===== src/csr_pkg.sv =====
// CSR file shared definitions
// Addresses, writable-bit masks, reset values and enums for the
// machine-mode CSR file of a small RV32 core with M and U modes

`default_nettype none

package csr_pkg;

  typedef logic [31:0] csr_word_t;
  typedef logic [11:0] csr_addr_t;

  typedef enum logic [1:0] {
    PRIV_U = 2'd0,
    PRIV_M = 2'd3
  } priv_level_t;

  typedef enum logic [2:0] {
    CSR_NONE,
    CSR_READ,
    CSR_WRITE,
    CSR_SET,
    CSR_CLEAR
  } csr_op_t;

  typedef enum logic [1:0] {
    TVEC_DIRECT   = 2'd0,
    TVEC_VECTORED = 2'd1
  } tvec_mode_t;

  // Machine trap setup and handling
  localparam csr_addr_t MSTATUS_ADDR       = 12'h300;
  localparam csr_addr_t MISA_ADDR          = 12'h301;
  localparam csr_addr_t MIE_ADDR           = 12'h304;
  localparam csr_addr_t MTVEC_ADDR         = 12'h305;
  localparam csr_addr_t MCOUNTEREN_ADDR    = 12'h306;
  localparam csr_addr_t MCOUNTINHIBIT_ADDR = 12'h320;
  localparam csr_addr_t MSCRATCH_ADDR      = 12'h340;
  localparam csr_addr_t MEPC_ADDR          = 12'h341;
  localparam csr_addr_t MCAUSE_ADDR        = 12'h342;
  localparam csr_addr_t MTVAL_ADDR         = 12'h343;
  // Machine counters
  localparam csr_addr_t MCYCLE_ADDR        = 12'hB00;
  localparam csr_addr_t MINSTRET_ADDR      = 12'hB02;
  localparam csr_addr_t MCYCLEH_ADDR       = 12'hB80;
  localparam csr_addr_t MINSTRETH_ADDR     = 12'hB82;
  // Machine information, read only
  localparam csr_addr_t MVENDORID_ADDR     = 12'hF11;
  localparam csr_addr_t MARCHID_ADDR       = 12'hF12;
  localparam csr_addr_t MIMPID_ADDR        = 12'hF13;
  localparam csr_addr_t MHARTID_ADDR       = 12'hF14;
  localparam csr_addr_t MCONFIGPTR_ADDR    = 12'hF15;
  // User counter views
  localparam csr_addr_t CYCLE_ADDR         = 12'hC00;
  localparam csr_addr_t TIME_ADDR          = 12'hC01;
  localparam csr_addr_t INSTRET_ADDR       = 12'hC02;
  localparam csr_addr_t CYCLEH_ADDR        = 12'hC80;
  localparam csr_addr_t TIMEH_ADDR         = 12'hC81;
  localparam csr_addr_t INSTRETH_ADDR      = 12'hC82;

  localparam csr_word_t HART_ID    = 32'h0;
  localparam csr_word_t MISA_VALUE = 32'h4010_1100;  // RV32 with I, M, U

  localparam csr_word_t MSTATUS_MASK       = 32'h0022_1888;  // mie mpie mpp mprv tw
  localparam csr_word_t MIE_MASK           = 32'h0000_0888;
  localparam csr_word_t MCOUNTEREN_MASK    = 32'h0000_0007;
  localparam csr_word_t MCOUNTINHIBIT_MASK = 32'h0000_0005;

  localparam csr_word_t MSTATUS_RESET    = 32'h0020_0000;  // tw set, mpp user
  localparam csr_word_t MCOUNTEREN_RESET = 32'h0000_0007;

  localparam int MIE_BIT  = 3;
  localparam int MPIE_BIT = 7;
  localparam int MPP_LSB  = 11;

  localparam int CY_BIT = 0;
  localparam int TM_BIT = 1;
  localparam int IR_BIT = 2;

endpackage

`default_nettype wire


===== src/csr_access_check.sv =====
// CSR access check
// Applies privilege and read-only rules, merges set and clear with the
// old value and gates the register write

`default_nettype none

module csr_access_check import csr_pkg::*; (
  input  csr_op_t     csr_op,
  input  csr_addr_t   csr_addr,
  input  csr_word_t   csr_wdata,
  input  priv_level_t priv,
  input  csr_word_t   old_val,
  input  logic        addr_fault,
  output csr_word_t   new_val,
  output logic        wr_en,
  output logic        csr_invalid
);

  logic active;
  logic modify;
  logic ro_fault;
  logic priv_fault;

  assign active     = (csr_op != CSR_NONE);
  assign modify     = csr_op inside {CSR_WRITE, CSR_SET, CSR_CLEAR};
  assign ro_fault   = (csr_addr[11:10] == 2'b11) && modify;  // Read-only space
  assign priv_fault = csr_addr[9:8] > priv;

  assign csr_invalid = active && (ro_fault || priv_fault || addr_fault);
  assign wr_en       = modify && !csr_invalid;

  always_comb begin
    case (csr_op)
      CSR_SET:   new_val = old_val | csr_wdata;
      CSR_CLEAR: new_val = old_val & ~csr_wdata;
      default:   new_val = csr_wdata;
    endcase
  end

endmodule

`default_nettype wire


===== src/csr_machine_regs.sv =====
// Machine trap-setup and trap-handling registers
// Legalizes software writes and applies the trap update, which wins
// over a write in the same cycle

`default_nettype none

module csr_machine_regs import csr_pkg::*; (
  input  logic        CLK,
  input  logic        nRST,
  input  logic        wr_en,
  input  csr_addr_t   csr_addr,
  input  csr_word_t   new_val,
  input  logic        trap_valid,
  input  csr_word_t   trap_cause,
  input  csr_word_t   trap_epc,
  input  csr_word_t   trap_tval,
  input  priv_level_t priv,
  output csr_word_t   mstatus,
  output csr_word_t   mtvec,
  output csr_word_t   mie,
  output csr_word_t   mscratch,
  output csr_word_t   mepc,
  output csr_word_t   mcause,
  output csr_word_t   mtval,
  output csr_word_t   mcounteren,
  output csr_word_t   mcountinhibit,
  output logic        cur_mie_global
);

  csr_word_t mstatus_next, mtvec_next, mie_next, mscratch_next;
  csr_word_t mepc_next, mcause_next, mtval_next;
  csr_word_t mcounteren_next, mcountinhibit_next;
  csr_word_t mstatus_legal, mtvec_legal;

  // Unsupported mpp encodings fall back to user mode
  always_comb begin
    mstatus_legal = new_val & MSTATUS_MASK;
    if (mstatus_legal[MPP_LSB +: 2] inside {2'b01, 2'b10}) begin
      mstatus_legal[MPP_LSB +: 2] = PRIV_U;
    end
    mtvec_legal = new_val;
    if (new_val[1:0] > 2'd1) begin
      mtvec_legal[1:0] = TVEC_DIRECT;  // Reserved mode
    end
  end

  always_comb begin
    mstatus_next       = mstatus;
    mtvec_next         = mtvec;
    mie_next           = mie;
    mscratch_next      = mscratch;
    mepc_next          = mepc;
    mcause_next        = mcause;
    mtval_next         = mtval;
    mcounteren_next    = mcounteren;
    mcountinhibit_next = mcountinhibit;

    if (wr_en) begin
      case (csr_addr)
        MSTATUS_ADDR:       mstatus_next = mstatus_legal;
        MTVEC_ADDR:         mtvec_next = mtvec_legal;
        MIE_ADDR:           mie_next = new_val & MIE_MASK;
        MSCRATCH_ADDR:      mscratch_next = new_val;
        MEPC_ADDR:          mepc_next = new_val;
        MCAUSE_ADDR:        mcause_next = new_val;
        MTVAL_ADDR:         mtval_next = new_val;
        MCOUNTEREN_ADDR:    mcounteren_next = new_val & MCOUNTEREN_MASK;
        MCOUNTINHIBIT_ADDR: mcountinhibit_next = new_val & MCOUNTINHIBIT_MASK;
        default: ;
      endcase
    end

    // Trap entry built from the current state
    if (trap_valid) begin
      mepc_next   = trap_epc;
      mcause_next = trap_cause;
      mtval_next  = trap_tval;
      mstatus_next = mstatus;
      mstatus_next[MPIE_BIT]       = mstatus[MIE_BIT];
      mstatus_next[MIE_BIT]        = 1'b0;
      mstatus_next[MPP_LSB +: 2]   = priv;
    end
  end

  always_ff @(posedge CLK, negedge nRST) begin
    if (!nRST) begin
      mstatus       <= MSTATUS_RESET;
      mtvec         <= '0;
      mie           <= '0;
      mscratch      <= '0;
      mepc          <= '0;
      mcause        <= '0;
      mtval         <= '0;
      mcounteren    <= MCOUNTEREN_RESET;
      mcountinhibit <= '0;
    end else begin
      mstatus       <= mstatus_next;
      mtvec         <= mtvec_next;
      mie           <= mie_next;
      mscratch      <= mscratch_next;
      mepc          <= mepc_next;
      mcause        <= mcause_next;
      mtval         <= mtval_next;
      mcounteren    <= mcounteren_next;
      mcountinhibit <= mcountinhibit_next;
    end
  end

  assign cur_mie_global = mstatus[MIE_BIT];

  // Neither writes nor trap entry may leave a supervisor or reserved mpp
  a_mpp_legal : assert property (@(posedge CLK) disable iff (!nRST)
    !(mstatus[MPP_LSB +: 2] inside {2'b01, 2'b10}));

endmodule

`default_nettype wire


===== src/csr_counters.sv =====
// Cycle and retired-instruction counters, 64 bits each
// Each steps unless inhibited; a software write to a half replaces it

`default_nettype none

module csr_counters import csr_pkg::*; (
  input  logic        CLK,
  input  logic        nRST,
  input  logic        wr_en,
  input  csr_addr_t   csr_addr,
  input  csr_word_t   new_val,
  input  logic        inst_ret,
  input  csr_word_t   mcountinhibit,
  output logic [63:0] mcycle_full,
  output logic [63:0] minstret_full
);

  // Software write to either half takes precedence over the step
  function automatic logic [63:0] step_count(
    input logic [63:0] cur,
    input logic        inc,
    input logic        wr_lo,
    input logic        wr_hi,
    input csr_word_t   val
  );
    logic [63:0] nxt;
    nxt = cur + 64'(inc);
    if (wr_lo) nxt = {cur[63:32], val};
    if (wr_hi) nxt = {val, cur[31:0]};
    return nxt;
  endfunction

  always_ff @(posedge CLK, negedge nRST) begin
    if (!nRST) begin
      mcycle_full   <= '0;
      minstret_full <= '0;
    end else begin
      mcycle_full <= step_count(mcycle_full, !mcountinhibit[CY_BIT],
        wr_en && (csr_addr == MCYCLE_ADDR), wr_en && (csr_addr == MCYCLEH_ADDR), new_val);
      minstret_full <= step_count(minstret_full, inst_ret && !mcountinhibit[IR_BIT],
        wr_en && (csr_addr == MINSTRET_ADDR), wr_en && (csr_addr == MINSTRETH_ADDR), new_val);
    end
  end

endmodule

`default_nettype wire


===== src/csr_read_mux.sv =====
// CSR read select
// Decodes the address to the old value and flags unmapped addresses
// and user counter reads that mcounteren does not allow

`default_nettype none

module csr_read_mux import csr_pkg::*; (
  input  csr_addr_t   csr_addr,
  input  priv_level_t priv,
  input  logic [63:0] mtime,
  input  logic [63:0] mcycle_full,
  input  logic [63:0] minstret_full,
  input  csr_word_t   mstatus,
  input  csr_word_t   mtvec,
  input  csr_word_t   mie,
  input  csr_word_t   mscratch,
  input  csr_word_t   mepc,
  input  csr_word_t   mcause,
  input  csr_word_t   mtval,
  input  csr_word_t   mcounteren,
  input  csr_word_t   mcountinhibit,
  output csr_word_t   old_val,
  output logic        addr_fault
);

  logic user_mode;
  assign user_mode = (priv == PRIV_U);

  always_comb begin
    old_val    = '0;
    addr_fault = 1'b0;
    case (csr_addr)
      MVENDORID_ADDR, MARCHID_ADDR, MIMPID_ADDR, MCONFIGPTR_ADDR: old_val = '0;
      MHARTID_ADDR:       old_val = HART_ID;
      MISA_ADDR:          old_val = MISA_VALUE;
      MSTATUS_ADDR:       old_val = mstatus;
      MTVEC_ADDR:         old_val = mtvec;
      MIE_ADDR:           old_val = mie;
      MSCRATCH_ADDR:      old_val = mscratch;
      MEPC_ADDR:          old_val = mepc;
      MCAUSE_ADDR:        old_val = mcause;
      MTVAL_ADDR:         old_val = mtval;
      MCOUNTEREN_ADDR:    old_val = mcounteren;
      MCOUNTINHIBIT_ADDR: old_val = mcountinhibit;
      MCYCLE_ADDR:        old_val = mcycle_full[31:0];
      MCYCLEH_ADDR:       old_val = mcycle_full[63:32];
      MINSTRET_ADDR:      old_val = minstret_full[31:0];
      MINSTRETH_ADDR:     old_val = minstret_full[63:32];
      // User views, gated per counter
      CYCLE_ADDR, CYCLEH_ADDR: begin
        addr_fault = user_mode && !mcounteren[CY_BIT];
        old_val    = csr_addr[7] ? mcycle_full[63:32] : mcycle_full[31:0];
      end
      TIME_ADDR, TIMEH_ADDR: begin
        addr_fault = user_mode && !mcounteren[TM_BIT];
        old_val    = csr_addr[7] ? mtime[63:32] : mtime[31:0];
      end
      INSTRET_ADDR, INSTRETH_ADDR: begin
        addr_fault = user_mode && !mcounteren[IR_BIT];
        old_val    = csr_addr[7] ? minstret_full[63:32] : minstret_full[31:0];
      end
      default: addr_fault = 1'b1;  // Unmapped
    endcase
  end

endmodule

`default_nettype wire


===== src/csr_file.sv =====
// Machine-mode CSR file, top level
// Connects the access check, register, counter and read-select blocks

`default_nettype none

module csr_file import csr_pkg::*; (
  input  logic        CLK,
  input  logic        nRST,
  input  csr_op_t     csr_op,
  input  csr_addr_t   csr_addr,
  input  csr_word_t   csr_wdata,
  input  priv_level_t priv,
  input  logic        inst_ret,
  input  logic [63:0] mtime,
  input  logic        trap_valid,
  input  csr_word_t   trap_cause,
  input  csr_word_t   trap_epc,
  input  csr_word_t   trap_tval,
  output csr_word_t   csr_rdata,
  output logic        csr_invalid,
  output csr_word_t   cur_mtvec,
  output csr_word_t   cur_mepc,
  output logic        cur_mie_global
);

  csr_word_t   old_val, new_val;
  logic        addr_fault, wr_en;
  csr_word_t   mstatus, mtvec, mie, mscratch, mepc, mcause, mtval;
  csr_word_t   mcounteren, mcountinhibit;
  logic [63:0] mcycle_full, minstret_full;

  csr_access_check i_access_check (.csr_op, .csr_addr, .csr_wdata, .priv, .old_val,
    .addr_fault, .new_val, .wr_en, .csr_invalid);

  csr_machine_regs i_machine_regs (.CLK, .nRST, .wr_en, .csr_addr, .new_val, .trap_valid,
    .trap_cause, .trap_epc, .trap_tval, .priv, .mstatus, .mtvec, .mie, .mscratch, .mepc,
    .mcause, .mtval, .mcounteren, .mcountinhibit, .cur_mie_global);

  csr_counters i_counters (.CLK, .nRST, .wr_en, .csr_addr, .new_val, .inst_ret,
    .mcountinhibit, .mcycle_full, .minstret_full);

  csr_read_mux i_read_mux (.csr_addr, .priv, .mtime, .mcycle_full, .minstret_full, .mstatus,
    .mtvec, .mie, .mscratch, .mepc, .mcause, .mtval, .mcounteren, .mcountinhibit, .old_val,
    .addr_fault);

  assign csr_rdata = old_val;  // Value before this access
  assign cur_mtvec = mtvec;
  assign cur_mepc  = mepc;

endmodule

`default_nettype wire


===== config.mk =====
export PLATFORM = sky130hd
export DESIGN_NAME = csr_file
export DESIGN_NICKNAME = d
export VERILOG_FILES = /design/src/csr_pkg.sv /design/src/csr_access_check.sv /design/src/csr_machine_regs.sv /design/src/csr_counters.sv /design/src/csr_read_mux.sv /design/src/csr_file.sv
export SDC_FILE = /design/constraint.sdc
export NUM_CORES = 1
export LEC_CHECK = 0
export BUFFER_PORTS_ARGS = -buffer_cell sky130_fd_sc_hd__buf_4
export CAP_MARGIN = 20
export CORE_MARGIN = 4
export CORE_UTILIZATION = 30
export CTS_BUF_LIST = sky130_fd_sc_hd__clkbuf_8
export DETAILED_ROUTE_END_ITERATION = 10
export HOLD_SLACK_MARGIN = 0.03
export PLACE_DENSITY = 0.48
export REMOVE_ABC_BUFFERS = 1
export SLEW_MARGIN = 10
export SYNTH_ARGS = -nofsm -noshare
export SYNTH_HDL_FRONTEND = slang
export SYNTH_SLANG_ARGS = --single-unit

===== constraint.sdc =====
create_clock -name CLK -period 3.2 [get_ports CLK]
set_input_delay 0.64 -clock CLK [delete_from_list [all_inputs] [get_ports CLK]]
set_output_delay 0.64 -clock CLK [all_outputs]
set_load 0.02 [all_outputs]

---- Word level (Yosys, flattened, before mapping) ----
Cells that the tools add are included.
storage, ports and cells
  flip-flop bits (word level) ............. 302
  bits of input ports ..................... 213
  output and inout bits ................... 98
  word-level logic and storage cells ...... 121
operators by class
  add/subtract/negate cells ............... 2
  order comparisons ....................... 2
  equal/unequal tests ..................... 33
  multiplexer cells ....................... 24
  bitwise gates (word level) .............. 4
  reduce and logical (&&, ||, !) cells .... 42
operators with widths
  operator                                         count
  case mux 32 bit (17 select lines)                1
  2-to-1 mux 32 bit                                12
  2-to-1 mux 64 bit                                4
  == test 12 bit, second input constant            15
  adder 64 x 1 -> 64 bit                           2
  == test 12 x 10 -> 1 bit, second input constant  10
  case mux 32 bit (2 select lines)                 1
  2-to-1 mux 13 bit                                3
  bitwise AND 32 bit                               1
  NOT 32 bit                                       1
  bitwise OR 32 bit                                1
  OR reduction 19 bit                              1
  AND reduction 2 bit                              9
  nonzero test 2 bit                               6
  logical AND 1 bit                                11
  == test 3 x 2 -> 1 bit, second input constant    2
  logical NOT 1 bit                                6
  nonzero test 3 bit                               2
  OR reduction 2 bit                               3
  == test 2 bit, second input constant             2
  2-to-1 mux 2 bit                                 2
  != test 2 bit, second input constant             2
  case mux 1 bit (4 select lines)                  1
  == test 3 bit, second input constant             1
  7 further kinds                                  8

---- Longest topological paths before layout ----
Gate-level depths: netlist of the first run.
  depth after elaboration ................. 11
  depth in mapped cells ................... 12
  mapped depth without buffers ............ 10

---- Hierarchy ----
A second synthesis of the first run with hierarchy kept.
unflattened totals
  cells, all modules ...................... 2626
  area total of the unflattened synthesis .. 22993.3 sq um
by module, submodules not included
  module            instances  cells each  area each (sq um)  seq. area each (sq um)
  csr_machine_regs  1          772         8603.3             4359.2
  csr_counters      1          1026        8281.7             3203.1
  csr_read_mux      1          708         5413.9             0.0
  csr_access_check  1          120         694.4              0.0

---- Worst setup path before layout of the first run ----
OpenSTA, ideal clock, no wires.
  path type ............................... in2out
  start point ............................. input csr_addr[11]
  end point ............................... output csr_rdata[2]
  data arrival time ....................... 2.523 ns
  data required time ...................... 2.560 ns
  path slack .............................. 0.037 ns
  cell stages on the path ................. 8
  path buffers ............................ 3
  cells stage by stage .................... buf_4 -> clkbuf_1 -> inv_1 -> nand2_1 -> clkbuf_1 -> nor3_1 -> a221o_1 -> or3_1
between the ends
  cells in the longest elaborated chain, start to end .. 3
  elaborated cells between the ends (all ways) .. 24
  classes of those cells .................. eq/ne: 20; mux: 1; reduce/logical: 3
RTL lines
  item                                 line                source
  start: declaration                   csr_file.sv:10      input csr_addr_t csr_addr,
  == test 12 bit                       csr_read_mux.sv:32  case (csr_addr)
  OR reduction 2 bit                   csr_read_mux.sv:32
  case mux 32 bit (17 select lines) *  csr_read_mux.sv:32
  end: declaration                     csr_file.sv:19      output csr_word_t csr_rdata,
Every way passes the cells marked *; elsewhere a longest branch is shown, timed or not.

---- Final worst setup path of the first run ----
  start point ............................. register i_machine_regs.mtval[7]
  end point ............................... output csr_rdata[7]
between the ends
  cells in the longest elaborated chain, start to end .. 1
RTL lines
  item                               line                     source
  start: declaration                 csr_machine_regs.sv:24   output csr_word_t mtval,
  start signal: assignment           csr_machine_regs.sv:103  mtval <= mtval_next;
  case mux 32 bit (17 select lines)  csr_read_mux.sv:32
No other way between the ends.

==> parameters.txt, run 1 <==
Parameter                              Value

Clock tree
  Clock Sinks    302
  Clock-pin slew on the worst setup and hold paths    0.06 ns
  Clock Path Buffers    3
  Total CTS buffers    60
  Clock Root Buffer    clkbuf_8
  Clock latency on the worst-skew pair    0.73 ns
  Number of H-tree branching levels    2
  CTS tree    built

Flow run
  # Max-Cap Violations    0

Timing
  Worst hold slack    0.139 ns
  Part of the cycle the worst path needs    103%
  Final-report hold violation count    0
  Min cycle time layout    3.31 ns
  Final setup violation count    6
  Min setup slack post-route    -0.111 ns
  Setup clock skew after layout    0.0476 ns
  Max-slew headroom at the worst pin    30.5%
  RSZ-0062 raised after global routing    yes
  Slew at the pin closest to its max-slew limit    1.03 ns
  Maximum operating frequency    302 MHz
  Final Max Tran Viols    0

Detailed routing
  First drt pass iteration count    6
  Wire length per cell after detailed routing    29.6 um
  Routed via count    23.6k
  Routed wire length    116 mm
  Detail-routed via count per cell    6.03
  DRC    0
  Number of nets with antenna violations after routing    0
  Initial DRC count    2902

Place
  Input/output buffers    310
  Placed standard-cell area    26700 um^2
  Setup Slack @ Placement    -0.438 ns
  Routability congestion estimate from global placement    1.02
  Hpwl dp    89.1 mm

Pwr
  PD cells    352 nW/um^2
  Post-layout power    10400 uW
  Peak supply drop    290 uV
  Static leakage    0.0128 uW

Global routing
  All-Layer GR Usage    31.4%
  Antenna violations before repair    4
  Overflow left after global routing    0
  Vias in the first global route    22.8k
  First-pass GRT wire length    164 mm
  Pin count of the biggest net entering global routing    74

Setup path
  Family with the most delay on the worst path    simple AND/OR/NAND/NOR gates
  Path depth of the worst reg2reg path    11
  Critical path buffers and inverters    1
  Depth of the critical timing path with buffers and inverters included    5
  CP endpoint kind    primary output
  Slowest cell on the critical path    or4b_4
  WP data arrival    2.67 ns
  Worst endpoint required time    2.56 ns
  Crit start category    flop
  Delay contributed by the slowest stage of the critical path    0.60 ns
  Sequence of cells on the critical path    mux4_2, nand4_1, o221ai_2, or4b_4, buf_6
  Category of the most critical setup path    flop to primary output
  Maximum fanout count along the critical path    2

Die
  Full die area    70900 um^2
  Initial Util    30.3%
  Die Ht    266 um
  # rows    94
  Core region area    66000 um^2
  Count of pins on the block boundary    311
  Overall die width    266 um

Cells and area
  Most used cells in the layout excluding fill and tap cells    buf_4, dfrtp_1, o21ai_0, nand2_1, a21oi_1
  Finished layout cell area    29500 um^2
  Number of nets in the final layout    3220
  Area delta synth->final    47.6%
  Fillcell total    6464
  Most common cell after layout, fill and taps aside    buf_4
  Share of post-route cells with drive strength above 1    36.3%
  Final core occ    44.8%

Synthesis
  Number of synthesized register bits    302
  Average instance area after synthesis    8.55 um^2
  Sequential element share of the synthesized area    37.8%
  Ys flop type    dfrtp_1
  Synth Cell Area    20000 um^2
  Number of synthesized flops with an enable pin    0
  Fraction of registers with async set/reset    100%
  Warnings from Yosys    0
  Gate Count Post-Synth    2341
  Synth cell types    107

Run status
  Failing checks    negative setup slack
  Result of the run    complete, but fails checks

Hold path
  Cell depth of the worst hold path    3
  Type of the most critical hold path    input port to flop
[cell usage after synthesis (7+ instances only)]
library cell	number	area share, %
mux4_2	12	1.4
a31oi_1	36	1.1
o221ai_1	31	1.4
o31a_1	15	0.66
a22o_1	13	0.57
and2_1	12	0.38
o211ai_1	18	0.68
mux2_2	21	1.2
buf_6	7	0.39
o21ai_0	264	6.6
o22ai_1	40	1.3
nand4_1	48	1.5
a222oi_1	9	0.45
a21o_1	20	0.75
nor4_1	34	1.1
and4_1	14	0.61
a41oi_1	10	0.44
buf_2	58	1.5
nor2_1	142	2.7
mux2i_1	68	3.4
or3_1	10	0.31
buf_4	18	0.68
o31ai_1	17	0.64
nor4b_1	7	0.31
dfrtp_1	298	37
a22oi_1	31	1.2
nor2b_1	12	0.38
nand3_1	89	2.2
a31o_2	7	0.31
a221o_1	8	0.40
a21oi_1	163	4.1
clkbuf_1	114	2.1
inv_1	42	0.79
nor3_2	8	0.40
o21ai_1	20	0.50
nor3b_1	77	2.9
nor3_1	67	1.7
a221oi_1	18	0.79
a211oi_1	22	0.83
and3_1	36	1.1
nand2_1	235	4.4
[kinds of logic (layout without fill, tap and decap cells)]
group / count (synthesis) / count (layout) / synth area share, %
other: 0 / 2 / 0
multiplexers: 101 / 101 / 5.93
buffers and inverters: 244 / 949 / 5.55
XOR/XNOR: 6 / 6 / 0.263
flip-flops: 302 / 302 / 37.8
AO/OA/AOI/OAI: 823 / 823 / 26.8
adder cells (fa/ha/maj): 6 / 6 / 0.375
AND/OR/NAND/NOR: 859 / 859 / 23.3
[registers in the layout, summed over array words and instances (netlist names)]
register,cells
i_counters.mcycle_full,64
i_machine_regs.mstatus,6
i_machine_regs.mtval,32
i_machine_regs.mcause,32
i_machine_regs.mie,3
i_machine_regs.mtvec,32
i_machine_regs.mcounteren,3
i_machine_regs.mepc,32
i_counters.minstret_full,64
i_machine_regs.mscratch,32
i_machine_regs.mcountinhibit,2
[worst min-delay path, delay by kind of cell]
kind            cells  cell delay, ns
buf+inv             1            0.08
compound gates      1            0.05
simple gates        1            0.04
[per-layer routing]
| layer | track usage [%] | part of all wire [%] | routed length [um] |
|---|---|---|---|
| met5 | 0.135 | 0 | 0 |
| met4 | 14.0 | 5.1 | 5970 |
| met3 | 6.39 | 9.5 | 11000 |
| met2 | 49.2 | 44 | 51300 |
| met1 | 42.1 | 41 | 47700 |
[where the power goes]
part	total, uW	internal [uW]	switching [uW]
clock network	4390	2400	1990
logic	1840	830	1010
registers	4170	3980	191
[per-stage QoR]
step / TNS [ns] / instances
detailed placement: -28.82 / 3748
finish: -0.208 / 3912
global placement: -25.73 / 3748
global route: -0.456 / 3910
floorplan: -266.50 / 2139
CTS: -1.18 / 3865
[repair_timing]
item / in CTS / in global routing
cloned: 0 / 4
pin swaps: 23 / 48
endpoints found under the setup margin: 33 / 34
hold buffers: 1 / 0
buffers inserted: 13 / 44
resized for setup: 103 / 110
endpoints found under the hold margin: 63 / 0
[area by class of cell]
| cell class | count | area, um^2 | share of cell area (%) |
|---|---|---|---|
| multi-input cells | 1795 | 12100 | 41.1 |
| inverters | 42 | 158 | 0.534 |
| repair buffers | 800 | 7290 | 24.7 |
| flip-flops and latches | 302 | 7570 | 25.6 |
| clock buffers | 80 | 1100 | 3.73 |
| clock inverters | 27 | 203 | 0.686 |
| well taps | 864 | 1080 | 3.66 |
| diodes | 2 | 5.00 | 0.0169 |
[final timing paths]
| check | from | end | slack [ns] |
|---|---|---|---|
| worst max-delay path | i_machine_regs.mtval[7] | csr_rdata[7] | -0.11 |
| worst min-delay path | trap_epc[22] | i_machine_regs.mepc[22] | 0.14 |
| worst max register to register | i_machine_regs.mcountinhibit[0] | i_counters.mcycle_full[58] | 0.14 |
| worst min register to register | i_machine_regs.mscratch[23] | i_machine_regs.mscratch[23] | 0.48 |
| max in group asynchronous | nRST | i_counters.minstret_full[59] | 1.77 |
| min in group asynchronous | nRST | i_machine_regs.mscratch[1] | 0.55 |
Note: power is estimated with default switching activity, not from simulation.
==> run 2, diff against run 1 <==
- PLACE_DENSITY: 0.48 -> 0.46
==> run 2 against run 1 <==
  * The run still ends with negative setup slack left
  * Clock power decreased by 5.9%
  * Total power decreased by 2.0%
  * Final cell count grew 0.28%
  * Critical endpoint is now csr_rdata[24]
==> parameters.txt, run 2 (synthesis gave the netlist of run 1 again) <==
Parameter                              Value

Run status
  Result of the run    complete, but fails checks
  Failing checks    negative setup slack

Die
  Core region area    66000 um^2
  Die Ht    266 um
  Count of pins on the block boundary    311
  # rows    94
  Full die area    70900 um^2
  Overall die width    266 um
  Initial Util    30.3%

Timing
  Slew at the pin closest to its max-slew limit    0.741 ns
  Setup clock skew after layout    0.0783 ns
  Maximum operating frequency    299 MHz
  Final setup violation count    14
  Min setup slack post-route    -0.144 ns
  Max-slew headroom at the worst pin    50.6%
  Final-report hold violation count    0
  Final Max Tran Viols    0
  RSZ-0062 raised after global routing    yes
  Min cycle time layout    3.34 ns
  Worst hold slack    0.109 ns
  Part of the cycle the worst path needs    105%

Global routing
  All-Layer GR Usage    32.9%
  Pin count of the biggest net entering global routing    82
  Antenna violations before repair    8
  Vias in the first global route    23.1k
  Overflow left after global routing    0
  First-pass GRT wire length    170 mm

Setup path
  WP data arrival    2.70 ns
  Delay contributed by the slowest stage of the critical path    0.53 ns
  Worst endpoint required time    2.56 ns
  Crit start category    input port
  Depth of the critical timing path with buffers and inverters included    9
  Destination of the worst register-to-register timing path    i_counters.mcycle_full[63]
  Sequence of cells on the critical path    buf_12, buf_12, and4bb_2, buf_12, a222oi_1, a21boi_2, o22ai_1, a2111o_1, buf_6
  Capture point of the critical path    csr_rdata[24]
  Slowest cell on the critical path    a2111o_1
  Start point of the critical path    csr_addr[0]
  Family with the most delay on the worst path    compound AO/OA/AOI/OAI gates
  Path depth of the worst reg2reg path    9
  Cell repeated most along the worst path    buf_12
  Origin of the critical flop-to-flop path    i_machine_regs.mcountinhibit[0]
  CP endpoint kind    primary output
  Worst reg2reg setup slack    0.15 ns
  Category of the most critical setup path    input port to primary output
  Critical path buffers and inverters    4
  Maximum fanout count along the critical path    6

Detailed routing
  Routed via count    23.8k
  Wire length per cell after detailed routing    30.6 um
  Detail-routed via count per cell    6.08
  Routed wire length    120 mm
  First drt pass iteration count    6
  Initial DRC count    2892
  DRC    0
  Number of nets with antenna violations after routing    0

Cells and area
  Most common cell after layout, fill and taps aside    buf_4
  Largest registers in the final layout    i_counters.mcycle_full: 64 flops, i_counters.minstret_full: 64 flops
  Number of nets in the final layout    3227
  Area delta synth->final    48.4%
  Share of post-route cells with drive strength above 1    36.9%
  Finished layout cell area    29700 um^2
  Most used cells in the layout excluding fill and tap cells    buf_4, dfrtp_1, o21ai_0, nand2_1, a21oi_1

Place
  Routability congestion estimate from global placement    1.03
  Hpwl dp    91.6 mm
  Placed standard-cell area    26800 um^2
  Input/output buffers    310

Clock tree
  CTS tree    built
  Clock Path Buffers    3
  Total CTS buffers    60
  Clock-pin slew on the worst setup and hold paths    0.07 ns
  Clock Root Buffer    clkbuf_8
  Clock Sinks    302
  Clock latency on the worst-skew pair    0.74 ns
  Number of H-tree branching levels    2

Flow run
  # Max-Cap Violations    0

Pwr
  Peak supply drop    305 uV
  Static leakage    0.0129 uW
  PD cells    343 nW/um^2

Hold path
  Type of the most critical hold path    input port to flop
[run 2: changes by cell type in the layout (fill, tap and decap cells not counted), sizes merged, moves of 2 or more]
cell and delta:
bufbuf +2, clkbuf -9, inv +9, buf +9, bufinv -2
[run 2: how the worst min path moves through the flow]
stage,slack (ns),start,endpoint,cells past startpoint
after floorplan,0.34,nRST,i_counters.mcycle_full[0],0
after detailed placement,0.47,i_machine_regs.mscratch[8],i_machine_regs.mscratch[8],2
after CTS,0.06,trap_tval[16],i_machine_regs.mtval[16],3
after global placement,0.46,i_machine_regs.mscratch[27],i_machine_regs.mscratch[27],2
final,0.11,trap_tval[16],i_machine_regs.mtval[16],3
after global routing,0.1,trap_epc[24],i_machine_regs.mepc[24],3
[run 2: per-stage QoR]
stage | std cells | TNS, ns | total power (uW) | util, % | setup slack (ns)
5_1_grt | 3922 | -1.29 | 10500 | 45.0 | -0.187
4_1_cts | 3900 | -0.379 | 10200 | 44.1 | -0.0979
2_1_floorplan | 2139 | -266.50 | 4700 | - | -2.23
3_3_place_gp | 3761 | -37.80 | 5960 | 40.6 | -0.459
6_report | 3923 | -0.737 | 10200 | 45.0 | -0.144
3_5_place_dp | 3761 | -40.15 | 5980 | 40.6 | -0.410
[run 2: power breakdown]
group,switching (uW),internal [uW]
registers,199,3980
clock network,2000,2130
logic,1040,843
total,3240,6950
[run 2: layer usage]
| metal | vias to the layer above | part of all wire (%) | track usage, % |
|---|---|---|---|
| met5 | - | 0.024 | 0 |
| met4 | 6 | 5.4 | 15.3 |
| met3 | 294 | 9.8 | 6.35 |
| met2 | 1444 | 44 | 51.0 |
| met1 | 11800 | 40 | 44.3 |
| li1 | 10300 | - | - |
[run 2: repair_timing]
action / in CTS / in global routing
pin swaps: 36 / 35
hold buffers: 1 / 0
endpoints found under the hold margin: 50 / 0
buffers inserted: 26 / 25
resized for setup: 176 / 94
endpoints found under the setup margin: 33 / 44
cloned: 3 / 0
[run 2: area by class of cell]
type | instances | area (um^2)
fillers | 6492 | 36300
diodes | 2 | 5.00
repair buffers | 807 | 7460
flip-flops and latches | 302 | 7570
inverters | 42 | 160
multi-input cells | 1795 | 12200
well taps | 864 | 1080
clock inverters | 36 | 186
clock buffers | 75 | 1030
[run 2: worst register-to-register path, cell delays in order (launching register included)]
cell and delay, ns:
dfrtp_1 0.40, inv_1 0.17, ha_2 0.28, nand3_1 0.19, nor4_1 0.54, and4_1 0.52
nand3_1 0.24, mux2_2 0.32, o21ai_0 0.15, a31oi_1 0.06
